File: src/err_lock_settings.svh
`ifndef ERR_LOCK_SETTINGS_SVH
`define ERR_LOCK_SETTINGS_SVH

// Source counts of the aggregation path
`define ERR_OVF_CH   8                            // FIFO overflow interrupts
`define ERR_ALIGN_CH 4                            // Data type alignment fail interrupts
`define ERR_SRC_N    (`ERR_OVF_CH + `ERR_ALIGN_CH) // Overflow first, then align fail

// Event counter
`define ERR_CNT_W    4                            // Saturates at 15

`endif

File: src/err_lock_pkg.sv
`default_nettype none

`include "err_lock_settings.svh"

package err_lock_pkg;

   typedef logic [`ERR_SRC_N-1:0]         src_vec_t; // One bit per source
   typedef logic [$clog2(`ERR_SRC_N)-1:0] src_sel_t; // Source index

   // Host command opcodes
   typedef enum logic [1:0] {
      OP_SET_MASK  = 2'd0,                           // Load mask from wdata
      OP_CLEAR     = 2'd1,                           // Zero one counter
      OP_READ_CNT  = 2'd2,                           // Counter of sel into rdata
      OP_READ_LOCK = 2'd3                            // Lock vector into rdata
   } cmd_op_e;

   typedef enum logic [1:0] {
      CMD_IDLE = 2'd0,                               // Wait for req
      CMD_EXEC = 2'd1,                               // Exec strobe out
      CMD_ACK  = 2'd2,                               // Ack high, wait for req low
      CMD_DONE = 2'd3                                // Drop ack
   } cmd_state_e;

   typedef enum logic [1:0] {
      RST_IDLE    = 2'd0,                            // No request pending
      RST_REQ     = 2'd1,                            // Request high, wait for ack
      RST_RELEASE = 2'd2                             // Wait for ack low
   } rst_state_e;

endpackage

`default_nettype wire

File: src/err_lock_if.sv
`timescale 1ns/1ps
`default_nettype none

`include "err_lock_settings.svh"

// Between lock bank, mask registers and control
interface lock_bank_if import err_lock_pkg::*; ();
   src_vec_t               mask;      // Per source hold clear
   src_vec_t               clear_vec; // One cycle clear strobes
   src_sel_t               rd_sel;    // Readback select
   src_vec_t               lock;      // Count nonzero per source
   logic [`ERR_CNT_W-1:0]  rd_cnt;    // Selected counter

   modport regs (
      output mask,
      output clear_vec,
      output rd_sel,
      input  lock,
      input  rd_cnt
   );

   modport bank (
      input  mask,
      input  clear_vec,
      input  rd_sel,
      output lock,
      output rd_cnt
   );

   modport ctrl (
      input  lock                      // Only the any lock reduction
   );
endinterface

// Captured host command towards the register block
interface cfg_if import err_lock_pkg::*; ();
   logic      exec;                    // One cycle per command
   cmd_op_e   op;
   src_sel_t  sel;
   src_vec_t  wdata;
   src_vec_t  rdata;                   // Held until next read

   modport ctrl (output exec, output op, output sel, output wdata);
   modport regs (input exec, input op, input sel, input wdata, output rdata);
endinterface

`default_nettype wire

File: src/pulse_cnt.sv
`timescale 1ns/1ps
`default_nettype none

module pulse_cnt #(
   parameter int CNT_WDTH = 4                     // Counter width
) (
   input  logic                clk,
   input  logic                arst_n,
   input  logic                pulse,             // Level interrupt
   input  logic                clear,             // Mask or clear strobe
   output logic [CNT_WDTH-1:0] cnt
);

   logic pulse_d;                                 // Level seen on last edge
   logic pulse_rise;

   // High now, low last cycle, so a held level counts once
   assign pulse_rise = pulse & ~pulse_d;

   always_ff @(posedge clk or negedge arst_n) begin
      if (!arst_n) begin
         pulse_d <= 1'b0;
         cnt     <= '0;
      end else begin
         pulse_d <= pulse;                        // Tracks even while cleared
         if (clear) begin
            cnt <= '0;                            // Clear wins over counting
         end else if (pulse_rise && (cnt != '1)) begin
            cnt <= cnt + CNT_WDTH'(1);            // Stops at all ones
         end
      end
   end

endmodule

`default_nettype wire

File: src/err_lock_bank.sv
`timescale 1ns/1ps
`default_nettype none

`include "err_lock_settings.svh"

module err_lock_bank import err_lock_pkg::*; (
   input  logic                     clk,
   input  logic                     arst_n,
   input  logic [`ERR_OVF_CH-1:0]   ovf_int,        // FIFO overflow levels
   input  logic [`ERR_ALIGN_CH-1:0] align_fail_int, // Align fail levels
   lock_bank_if.bank                bank
);

   src_vec_t              src_int;                  // Sources in index order
   src_vec_t              lock_vec;
   logic [`ERR_CNT_W-1:0] cnt_arr [`ERR_SRC_N];     // All event counts

   // Overflow in 0..7, align fail in 8..11
   assign src_int = {align_fail_int, ovf_int};

   for (genvar i = 0; i < `ERR_SRC_N; i++) begin : g_src
      pulse_cnt #(
         .CNT_WDTH (`ERR_CNT_W)
      ) u_pulse_cnt (
         .clk    (clk),
         .arst_n (arst_n),
         .pulse  (src_int[i]),
         .clear  (bank.mask[i] | bank.clear_vec[i]), // Mask holds, strobe zeroes
         .cnt    (cnt_arr[i])
      );

      assign lock_vec[i] = |cnt_arr[i];             // Any event locks the source
   end

   assign bank.lock = lock_vec;

   // Readback mux, unused indices read zero
   always_comb begin
      bank.rd_cnt = '0;
      if (bank.rd_sel < `ERR_SRC_N) begin
         bank.rd_cnt = cnt_arr[bank.rd_sel];
      end
   end

endmodule

`default_nettype wire

File: src/err_mask_regs.sv
`timescale 1ns/1ps
`default_nettype none

`include "err_lock_settings.svh"

module err_mask_regs import err_lock_pkg::*; (
   input  logic      clk,
   input  logic      arst_n,
   lock_bank_if.regs bank,
   cfg_if.regs       cfg
);

   src_vec_t mask_q;                              // Set bit holds counter at zero
   src_vec_t clear_q;                             // Strobes, one cycle wide
   src_vec_t rdata_q;                             // Last read result

   // Mask and clear strobes
   always_ff @(posedge clk or negedge arst_n) begin
      if (!arst_n) begin
         mask_q  <= '0;                           // All sources enabled
         clear_q <= '0;
      end else begin
         clear_q <= '0;                           // Self clearing
         if (cfg.exec) begin
            case (cfg.op)
               OP_SET_MASK: begin
                  mask_q <= cfg.wdata;            // Effective on the exec edge
               end
               OP_CLEAR: begin
                  clear_q <= src_vec_t'(1) << cfg.sel; // Out of range sel clears none
               end
               default: begin
               end
            endcase
         end
      end
   end

   // Read results sampled on the exec edge
   always_ff @(posedge clk) begin
      if (cfg.exec) begin
         case (cfg.op)
            OP_READ_CNT: begin
               rdata_q <= src_vec_t'(bank.rd_cnt); // Zero extended
            end
            OP_READ_LOCK: begin
               rdata_q <= bank.lock;
            end
            default: begin
               rdata_q <= rdata_q;                // Writes keep old result
            end
         endcase
      end
   end

   assign bank.mask      = mask_q;
   assign bank.clear_vec = clear_q;
   assign bank.rd_sel    = cfg.sel;               // Captured select, stable during exec
   assign cfg.rdata      = rdata_q;

endmodule

`default_nettype wire

File: src/err_lock_ctrl.sv
`timescale 1ns/1ps
`default_nettype none

`include "err_lock_settings.svh"

module err_lock_ctrl import err_lock_pkg::*; (
   input  logic      clk,
   input  logic      arst_n,
   input  logic      cmd_req,                     // Host request, four phase
   input  cmd_op_e   cmd_op,
   input  src_sel_t  cmd_sel,
   input  src_vec_t  cmd_wdata,
   output logic      cmd_ack,
   output logic      app_async_rst_req,           // To reset controller
   input  logic      app_rst_ack,
   lock_bank_if.ctrl bank,
   cfg_if.ctrl       cfg
);

   cmd_state_e cmd_state;
   rst_state_e rst_state;
   logic       exec_q;                            // One cycle command strobe
   logic       cmd_take;                          // New request accepted
   logic       any_lock;
   cmd_op_e    op_q;
   src_sel_t   sel_q;
   src_vec_t   wdata_q;

   assign cmd_take = (cmd_state == CMD_IDLE) & cmd_req;
   assign any_lock = |bank.lock;

   // Command FSM
   always_ff @(posedge clk or negedge arst_n) begin
      if (!arst_n) begin
         cmd_state <= CMD_IDLE;
         exec_q    <= 1'b0;
         cmd_ack   <= 1'b0;
      end else begin
         exec_q <= 1'b0;
         case (cmd_state)
            CMD_IDLE: begin
               if (cmd_req) begin
                  exec_q    <= 1'b1;              // Registers act on next edge
                  cmd_state <= CMD_EXEC;
               end
            end
            CMD_EXEC: begin
               cmd_state <= CMD_ACK;              // Result settles here
            end
            CMD_ACK: begin
               if (!cmd_ack) begin
                  cmd_ack <= 1'b1;                // Two edges after req seen
               end else if (!cmd_req) begin
                  cmd_state <= CMD_DONE;          // Stalls here while req held
               end
            end
            CMD_DONE: begin
               cmd_ack   <= 1'b0;
               cmd_state <= CMD_IDLE;
            end
            default: begin
               cmd_state <= CMD_IDLE;
            end
         endcase
      end
   end

   // Command fields, held stable for the whole exchange
   always_ff @(posedge clk) begin
      if (cmd_take) begin
         op_q    <= cmd_op;
         sel_q   <= cmd_sel;
         wdata_q <= cmd_wdata;
      end
   end

   // Reset request FSM
   always_ff @(posedge clk or negedge arst_n) begin
      if (!arst_n) begin
         rst_state         <= RST_IDLE;
         app_async_rst_req <= 1'b0;
      end else begin
         case (rst_state)
            RST_IDLE: begin
               if (any_lock) begin
                  app_async_rst_req <= 1'b1;
                  rst_state         <= RST_REQ;
               end
            end
            RST_REQ: begin
               if (app_rst_ack) begin
                  app_async_rst_req <= 1'b0;      // Locks stay, only host clears
                  rst_state         <= RST_RELEASE;
               end
            end
            RST_RELEASE: begin
               if (!app_rst_ack) begin
                  rst_state <= RST_IDLE;          // Lock still set means new request
               end
            end
            default: begin
               rst_state <= RST_IDLE;
            end
         endcase
      end
   end

   assign cfg.exec  = exec_q;
   assign cfg.op    = op_q;
   assign cfg.sel   = sel_q;
   assign cfg.wdata = wdata_q;

endmodule

`default_nettype wire

File: src/int_reg_lock.sv
`timescale 1ns/1ps
`default_nettype none

`include "err_lock_settings.svh"

module int_reg_lock import err_lock_pkg::*; (
   input  logic                     clk,
   input  logic                     arst_n,
   input  logic [`ERR_OVF_CH-1:0]   ovf_int,           // FIFO overflow levels
   input  logic [`ERR_ALIGN_CH-1:0] align_fail_int,    // Align fail levels
   input  logic                     cmd_req,           // Host command port
   input  cmd_op_e                  cmd_op,
   input  src_sel_t                 cmd_sel,
   input  src_vec_t                 cmd_wdata,
   output logic                     cmd_ack,
   output src_vec_t                 cmd_rdata,         // Valid while ack high
   output logic                     app_async_rst_req, // Reset controller port
   input  logic                     app_rst_ack
);

   lock_bank_if bank_bus ();                           // Counters and registers
   cfg_if       cfg_bus ();                            // Captured command

   err_lock_bank u_err_lock_bank (
      .clk            (clk),
      .arst_n         (arst_n),
      .ovf_int        (ovf_int),
      .align_fail_int (align_fail_int),
      .bank           (bank_bus.bank)
   );

   err_mask_regs u_err_mask_regs (
      .clk    (clk),
      .arst_n (arst_n),
      .bank   (bank_bus.regs),
      .cfg    (cfg_bus.regs)
   );

   err_lock_ctrl u_err_lock_ctrl (
      .clk               (clk),
      .arst_n            (arst_n),
      .cmd_req           (cmd_req),
      .cmd_op            (cmd_op),
      .cmd_sel           (cmd_sel),
      .cmd_wdata         (cmd_wdata),
      .cmd_ack           (cmd_ack),
      .app_async_rst_req (app_async_rst_req),
      .app_rst_ack       (app_rst_ack),
      .bank              (bank_bus.ctrl),
      .cfg               (cfg_bus.ctrl)
   );

   assign cmd_rdata = cfg_bus.rdata;                   // Straight from result register

endmodule

`default_nettype wire

File: config.mk
export PLATFORM = sky130hd
export DESIGN_NAME = int_reg_lock
export DESIGN_NICKNAME = d
export VERILOG_FILES = /design/src/err_lock_pkg.sv /design/src/err_lock_if.sv /design/src/pulse_cnt.sv /design/src/err_lock_bank.sv /design/src/err_mask_regs.sv /design/src/err_lock_ctrl.sv /design/src/int_reg_lock.sv
export VERILOG_INCLUDE_DIRS = /design/src
export SDC_FILE = /design/constraint.sdc
export NUM_CORES = 1
export LEC_CHECK = 0
export BUFFER_PORTS_ARGS = -buffer_cell sky130_fd_sc_hd__buf_4
export CAP_MARGIN = 10
export CELL_PAD_IN_SITES_DETAIL_PLACEMENT = 1
export CELL_PAD_IN_SITES_GLOBAL_PLACEMENT = 1
export CORE_MARGIN = 3
export CORE_UTILIZATION = 40
export CTS_CLUSTER_DIAMETER = 40
export DETAILED_ROUTE_END_ITERATION = 10
export PLACE_DENSITY_LB_ADDON = 0.1
export SLEW_MARGIN = 20
export SYNTH_ARGS = -nofsm -noshare
export SYNTH_HDL_FRONTEND = slang
export SYNTH_SLANG_ARGS = --single-unit
File: constraint.sdc
create_clock -name clk -period 2.5 [get_ports clk]
set_clock_uncertainty 0.15 [all_clocks]
set_input_delay 0 -clock clk [delete_from_list [all_inputs] [get_ports clk]]
set_output_delay 0 -clock clk [all_outputs]
set_load 0.05 [all_outputs]
# Word-level counts from Yosys, hierarchy flattened

Index checks and enable logic that the tools add are counted.
Widths: inputs -> output; s select.

Flip-flop bits (word level): 121
Bits of input ports: 34
Output and inout port bits: 14
Word-level logic and storage cells: 207

Add/subtract/negate cells: 12
$lt $le $gt $ge: 2
Equal/unequal tests: 26
Shift operators: 1
Mux-type cells: 45
Bitwise operators: 38
Reductions and logical operators: 48

Operator list:

| cell                 | number |
|---|---|
| $mux 4               | 27 |
| $add 4x1->4 const B  | 12 |
| $ne 4x4->1 const B   | 12 |
| $reduce_or 4->1      | 12 |
| $reduce_or 48->1     | 1 |
| $reduce_bool 2->1    | 15 |
| $mux 12              | 2 |
| $pmux 12 s2          | 1 |
| $bmux 4 s4           | 1 |
| $and 1x1->1          | 13 |
| $logic_and 1x1->1    | 12 |
| $mux 2               | 6 |
| $not 1->1            | 12 |
| $or 1x1->1           | 12 |
| $shl 1x4->12 const A | 1 |
| $eq 2x2->1 const B   | 5 |
| $reduce_and 3->1     | 3 |
| $ne 2x2->1 const B   | 4 |
| $pmux 2 s4           | 1 |
| $eq 2x1->1 const B   | 3 |
| $logic_not 2->1      | 3 |
| $pmux 2 s3           | 1 |
| $ge 5x5->1 const B   | 1 |
| $not 4->5            | 1 |
| other kinds (5)      | 11 |

# Depth between registers and ports, before layout

Depth in word-level cells: 6
Depth in mapped cells: 6
Mapped depth without buffers: 6

# Modules after synthesis

From an unflattened synthesis, not the netlist that was laid out.

Cells, all modules: 462
Area total of the unflattened synthesis: 5970.7 um^2

By module, submodules not included:

| module        | instances | cells each | area an instance (um^2) | sequential area each (um^2) |
|---|---|---|---|---|
| pulse_cnt     | 12        | 22         | 255.2                   | 125.1 |
| err_mask_regs | 1         | 89         | 1390.1                  | 960.9 |
| err_lock_ctrl | 1         | 55         | 930.9                   | 715.7 |
| err_lock_bank | 1         | 54         | 586.8                   | 0.0 |

# Least setup slack after synthesis

No wires, ideal clock.

Path kind: reg-to-reg
Start: register u_err_lock_ctrl.sel_q[3] (netlist: u_err_lock_ctrl.cfg.sel[3])
End: register u_err_mask_regs.rdata_q[2] (netlist: u_err_mask_regs.cfg.rdata[2]) (data pin)
Library setup time: 275 ps
Arrival time: 1288 ps
Required time: 2075 ps
Path slack: 787 ps
Cell stages (with the launch flop): 5
Path buffers: 1
Period minus slack after synthesis: 1713 ps
Path through: edfxtp_1 buf_6 mux4_2 mux2i_1 o221ai_1

Word-level cells in the longest chain between the ends: 6
Elaborated cells between the ends (all ways): 7
Classes of those cells: order compare (1); mux (5); bitwise (1)

RTL lines:

| what                                      | RTL line            | source |
|---|---|---|
| start, declared                           | err_lock_ctrl.sv:26 | `src_sel_t sel_q;` |
| start signal, assigned                    | err_lock_ctrl.sv:72 | `sel_q <= cmd_sel;` |
| $not 4->5 (implied by the code)           | err_lock_bank.sv:41 | `bank.rd_cnt = cnt_arr[bank.rd_sel];` |
| $bmux 4 s4                                | err_lock_bank.sv:41 |  |
| $mux 4 (implied by the code) (2 in a row) | err_lock_bank.sv:41 |  |
| $mux 4 *                                  | err_lock_bank.sv:40 | `` if (bank.rd_sel < `ERR_SRC_N) begin `` |
| $pmux 12 s2 *                             | err_mask_regs.sv:42 | `case (cfg.op)` |
| end signal, assigned                      | err_mask_regs.sv:44 | `rdata_q <= src_vec_t'(bank.rd_cnt);` |
| end signal, assigned                      | err_mask_regs.sv:47 | `rdata_q <= bank.lock;` |
| end signal, assigned                      | err_mask_regs.sv:50 | `rdata_q <= rdata_q;` |
| end, declared                             | err_mask_regs.sv:15 | `src_vec_t rdata_q;` |

Every way passes the cells marked *; elsewhere a longest branch is shown, timed or not. The select of a mux whose other input is x is not followed.
A chain may end at the register's enable or synchronous reset.

# Worst setup path in the final report

Start: register u_err_lock_ctrl.sel_q[3] (netlist: u_err_lock_ctrl.cfg.sel[3])
End: register u_err_mask_regs.rdata_q[1] (netlist: u_err_mask_regs.cfg.rdata[1]) (data pin)

The elaborated chain is that of the path after synthesis.

==> flow_metrics.py <==
metrics = {
    "synthesis": {
        "syn-instance-count": 439,
        "syn_area_sq_um": 5660,
        "synth_ff_type": "dfrtp_1",
        "synth.avg_cell_area_sq_um": 12.9,
        "synthDistinctLibCells": 39,
        "syn_nets": 501,
        "synth_edf_count": 30,
        "yosysWarnings": 0,
        "async_flop_share": 0.752,
        "ys_ff_latch": 121,
        "ys_seq_area_frac": 0.562,
    },
    "setup_path": {
        "path_class": "reg2reg",
        "path_delay_family": "multiplexers",
        "path_buf_inv": 0,
        "cp-start-kind": "flip-flop",
        "r2r_cells": 3,
        "slowest_stage": "edfxtp_1",
        "critical_path.max_fanout": 13,
        "worstPathCellList": "mux4_1, mux2i_1, o221ai_1",
        "cp-end-kind": "flip-flop",
        "rrSetupSlack_ns": 0.37,
        "worstPathRequired_ns": 2.48,
        "cp.arrival_ns": 2.11,
        "max_stage_delay_ns": 0.72,
        "reg2reg_from": "u_err_lock_ctrl.cfg.sel[3]$_DFFE_PP_",
        "reg2reg_to": "u_err_mask_regs.cfg.rdata[1]$_DFFE_PP_",
    },
    "die": {
        "dieArea_sq_um": 15600,
        "die_width_um": 125,
        "die_h_um": 125,
        "core_sq_um": 13600,
        "rows": 42,
        "io_pins": 48,
        "start_util": 0.417,
    },
    "final_layout": {
        "nets": 603,
        "fill_cells": 1384,
        "area_delta_synth_final_pct": 26.3,
        "regArea_sq_um": 3180,
        "final_layout_size_suffix_gt1_frac": 0.197,
        "multi_input_area_sq_um": 2340,
        "antenna_cells": 0,
    },
    "placement": {
        "dpl.hpwl_um": 9790,
        "gp_congestion": 0.788,
        "io_buffers": 47,
    },
    "global_route": {
        "grt_overflow": 0,
        "antenna_found_initial": 0,
        "grt_pass1_vias": 4180,
        "grt_usage": 0.191,
        "grt_pass1_wl_um": 23400,
        "grt_max_degree": 40,
    },
    "status": {
        "outcome": "finished, final reports clean",
    },
    "clocking": {
        "cts_resized": 0,
        "tritoncts_num_sinks": 121,
        "cts_tree": "yes",
        "numCtsBuffers": 17,
        "hold_buffers": 35,
        "clock_latency_ns": 0.42,
        "cts_setup_buffers": 0,
        "clkTransAtPathRegs_ns": 0.05,
        "cts_root_buf": "clkbuf_16",
        "clk_path_buf_depth": 2,
        "htreeDepth": 4,
    },
    "hold_path": {
        "min_path_cells": 2,
        "hp-class": "in2reg",
        "hold_end": "u_err_lock_bank.g_src[2].u_pulse_cnt.pulse_d$_DFF_PN0_",
        "min_from": "ovf_int[2]",
    },
    "drt": {
        "m1WireLength_um": 6940,
        "drtIter0Drc": 205,
        "firstDrtPassIters": 4,
        "via_per_inst": 5.35,
        "wl_met2_um": 6410,
        "post_drt_wl_per_cell_um": 19.1,
        "dr.max_layer_used": "met4",
        "postRouteAntennaNets": 0,
        "wl_um": 13900,
        "vias": 3903,
        "met3_length_um": 417,
        "route.detailed.drc": 0,
    },
    "sta": {
        "timing.final.crit_share": 0.853,
        "relSlewSlack": 0.558,
        "slew_viol_final": 0,
        "hold_viol": 0,
        "tightest_slew_ns": 0.663,
        "min_period_ns": 2.13,
        "fmax_mhz": 469,
        "tns_ns": 0,
        "setup_viol": 0,
        "rsz0062_at_grt": "no",
    },
    "flow_run": {
        "maxCapViolCount": 0,
    },
    "power_and_ir_drop": {
        "finalPower_mw": 7.13,
        "p_clk_frac": 0.309,
        "ir_drop_v": 0.000512,
        "switching_power_mw": 2.34,
        "p_sw_frac": 0.328,
        "internal-power_mw": 4.79,
        "powerDensity_nw_per_um2": 998,
        "p_comb_frac": 0.262,
        "leakagePower_nw": 3.06,
        "seqPwrFrac": 0.430,
    },
}
## routing by layer
metal,global-route usage,vias up
met2,0.288,62
li1,-,1823
met5,0,-
met3,0.0476,14
met4,0.0593,0
met1,0.274,2004
## power by group through the flow
| stage | clock (mW) | sequential [mW] | combinational, mW |
|---|---|---|---|
| after floorplan | 0 | 3.00 | 1.21 |
| after global placement | 0 | 3.07 | 1.75 |
| after detailed placement | 0 | 3.09 | 1.80 |
| after CTS | 2.24 | 3.07 | 1.89 |
| after global routing | 2.35 | 3.16 | 2.11 |
| final | 2.20 | 3.06 | 1.87 |
## registers in the layout, indices dropped and copies added (netlist names), 2 cells and up
register                                   count
u_err_lock_bank.g_src.u_pulse_cnt.cnt         48
u_err_lock_bank.g_src.u_pulse_cnt.pulse_d     12
u_err_lock_ctrl.cfg.wdata                     12
u_err_mask_regs.bank.clear_vec                12
u_err_mask_regs.bank.mask                     12
u_err_mask_regs.cfg.rdata                     12
u_err_lock_ctrl.cfg.sel                        4
u_err_lock_ctrl.cfg.op                         2
u_err_lock_ctrl.cmd_state                      2
u_err_lock_ctrl.rst_state                      2
## synth_stat cells (8+ instances only)
master / instances / area (sq um)
mux2_2: 13 / 146
nand4b_1: 11 / 96.3
xor2_1: 13 / 114
mux2i_1: 16 / 160
mux4_2: 9 / 203
inv_1: 26 / 97.6
ha_1: 28 / 350
nor3b_2: 8 / 100
nor2_1: 17 / 63.8
nand3_1: 28 / 140
edfxtp_1: 30 / 901
or3_1: 12 / 75.1
xnor2_1: 12 / 105
nand3b_1: 14 / 105
dfrtp_1: 91 / 2280
o21ai_0: 11 / 55.1
a211oi_1: 11 / 82.6
nor3_1: 40 / 200
## cell type report
| cell class | count | area share |
|---|---|---|
| sequential | 121 | 0.445 |
| clock inverter | 5 | 0.00683 |
| inverter | 26 | 0.0137 |
| tap | 176 | 0.0308 |
| clock buffer | 26 | 0.0657 |
| timing repair buffer | 90 | 0.110 |
| multi-input combinational | 285 | 0.328 |
## layout by cell type, fill, tap and decap left out, types with 4 or more instances in the layout
cell           count
a211oi_1          11
buf_4             54
clkbuf_1           8
clkbuf_16         17
dfrtp_1           91
dlygate4sd3_1     34
edfxtp_1          30
ha_1              28
inv_1             26
mux2_2            13
mux2i_1           16
mux4_2             9
nand2_1            5
nand3_1           28
nand3b_1          14
nand4b_1          11
nor2_1            17
nor3_1            40
nor3b_1            6
nor3b_2            9
o21ai_0           11
o221ai_1           4
or3_1             12
xnor2_1           12
xor2_1            13
## per-stage QoR
stage	utilization	std cells	setup WS [ns]	hold slack, ns	cell area (sq um)
2_1_floorplan	-	439	0.787	-0.446	5660
3_3_place_gp	0.462	663	0.465	-0.161	6260
5_1_grt	0.527	729	0.252	0.0788	7140
4_1_cts	0.527	729	0.375	0.0771	7140
3_5_place_dp	0.462	663	0.385	-0.154	6260
6_report	0.527	729	0.368	0.0908	7140
## cells by family (layout without fill, tap and decap cells)
family / after synthesis / in the layout / synth area share
multiplexers: 41 / 41 / 0.104
buffers and inverters: 33 / 147 / 0.0248
flip-flops: 121 / 121 / 0.562
adder cells (fa/ha/maj): 28 / 28 / 0.0619
AND/OR/NAND/NOR: 158 / 158 / 0.169
XOR/XNOR: 25 / 25 / 0.0387
AO/OA/AOI/OAI: 33 / 33 / 0.0394
## worst max path at each step
stage	startpoint	to	slack, ns	depth (start not counted)
6_report	u_err_lock_ctrl.cfg.sel[3]$_DFFE_PP_	u_err_mask_regs.cfg.rdata[1]$_DFFE_PP_	0.37	3
5_1_grt	u_err_lock_ctrl.cfg.sel[3]$_DFFE_PP_	u_err_mask_regs.cfg.rdata[0]$_DFFE_PP_	0.25	3
4_1_cts	u_err_lock_ctrl.cfg.sel[3]$_DFFE_PP_	u_err_mask_regs.cfg.rdata[1]$_DFFE_PP_	0.37	3
3_5_place_dp	u_err_lock_ctrl.cfg.sel[3]$_DFFE_PP_	u_err_mask_regs.cfg.rdata[1]$_DFFE_PP_	0.39	3
3_3_place_gp	u_err_lock_ctrl.cfg.sel[3]$_DFFE_PP_	u_err_mask_regs.cfg.rdata[0]$_DFFE_PP_	0.47	3
2_1_floorplan	u_err_lock_ctrl.cfg.sel[3]$_DFFE_PP_	u_err_mask_regs.cfg.rdata[2]$_DFFE_PP_	0.79	4
## worst register-to-register path, cell delays in order, from the launching register on
cell and delay, ns:
edfxtp_1 0.72, mux4_1 0.67, mux2i_1 0.17, o221ai_1 0.13
Power figures use the tool's default switching activity.
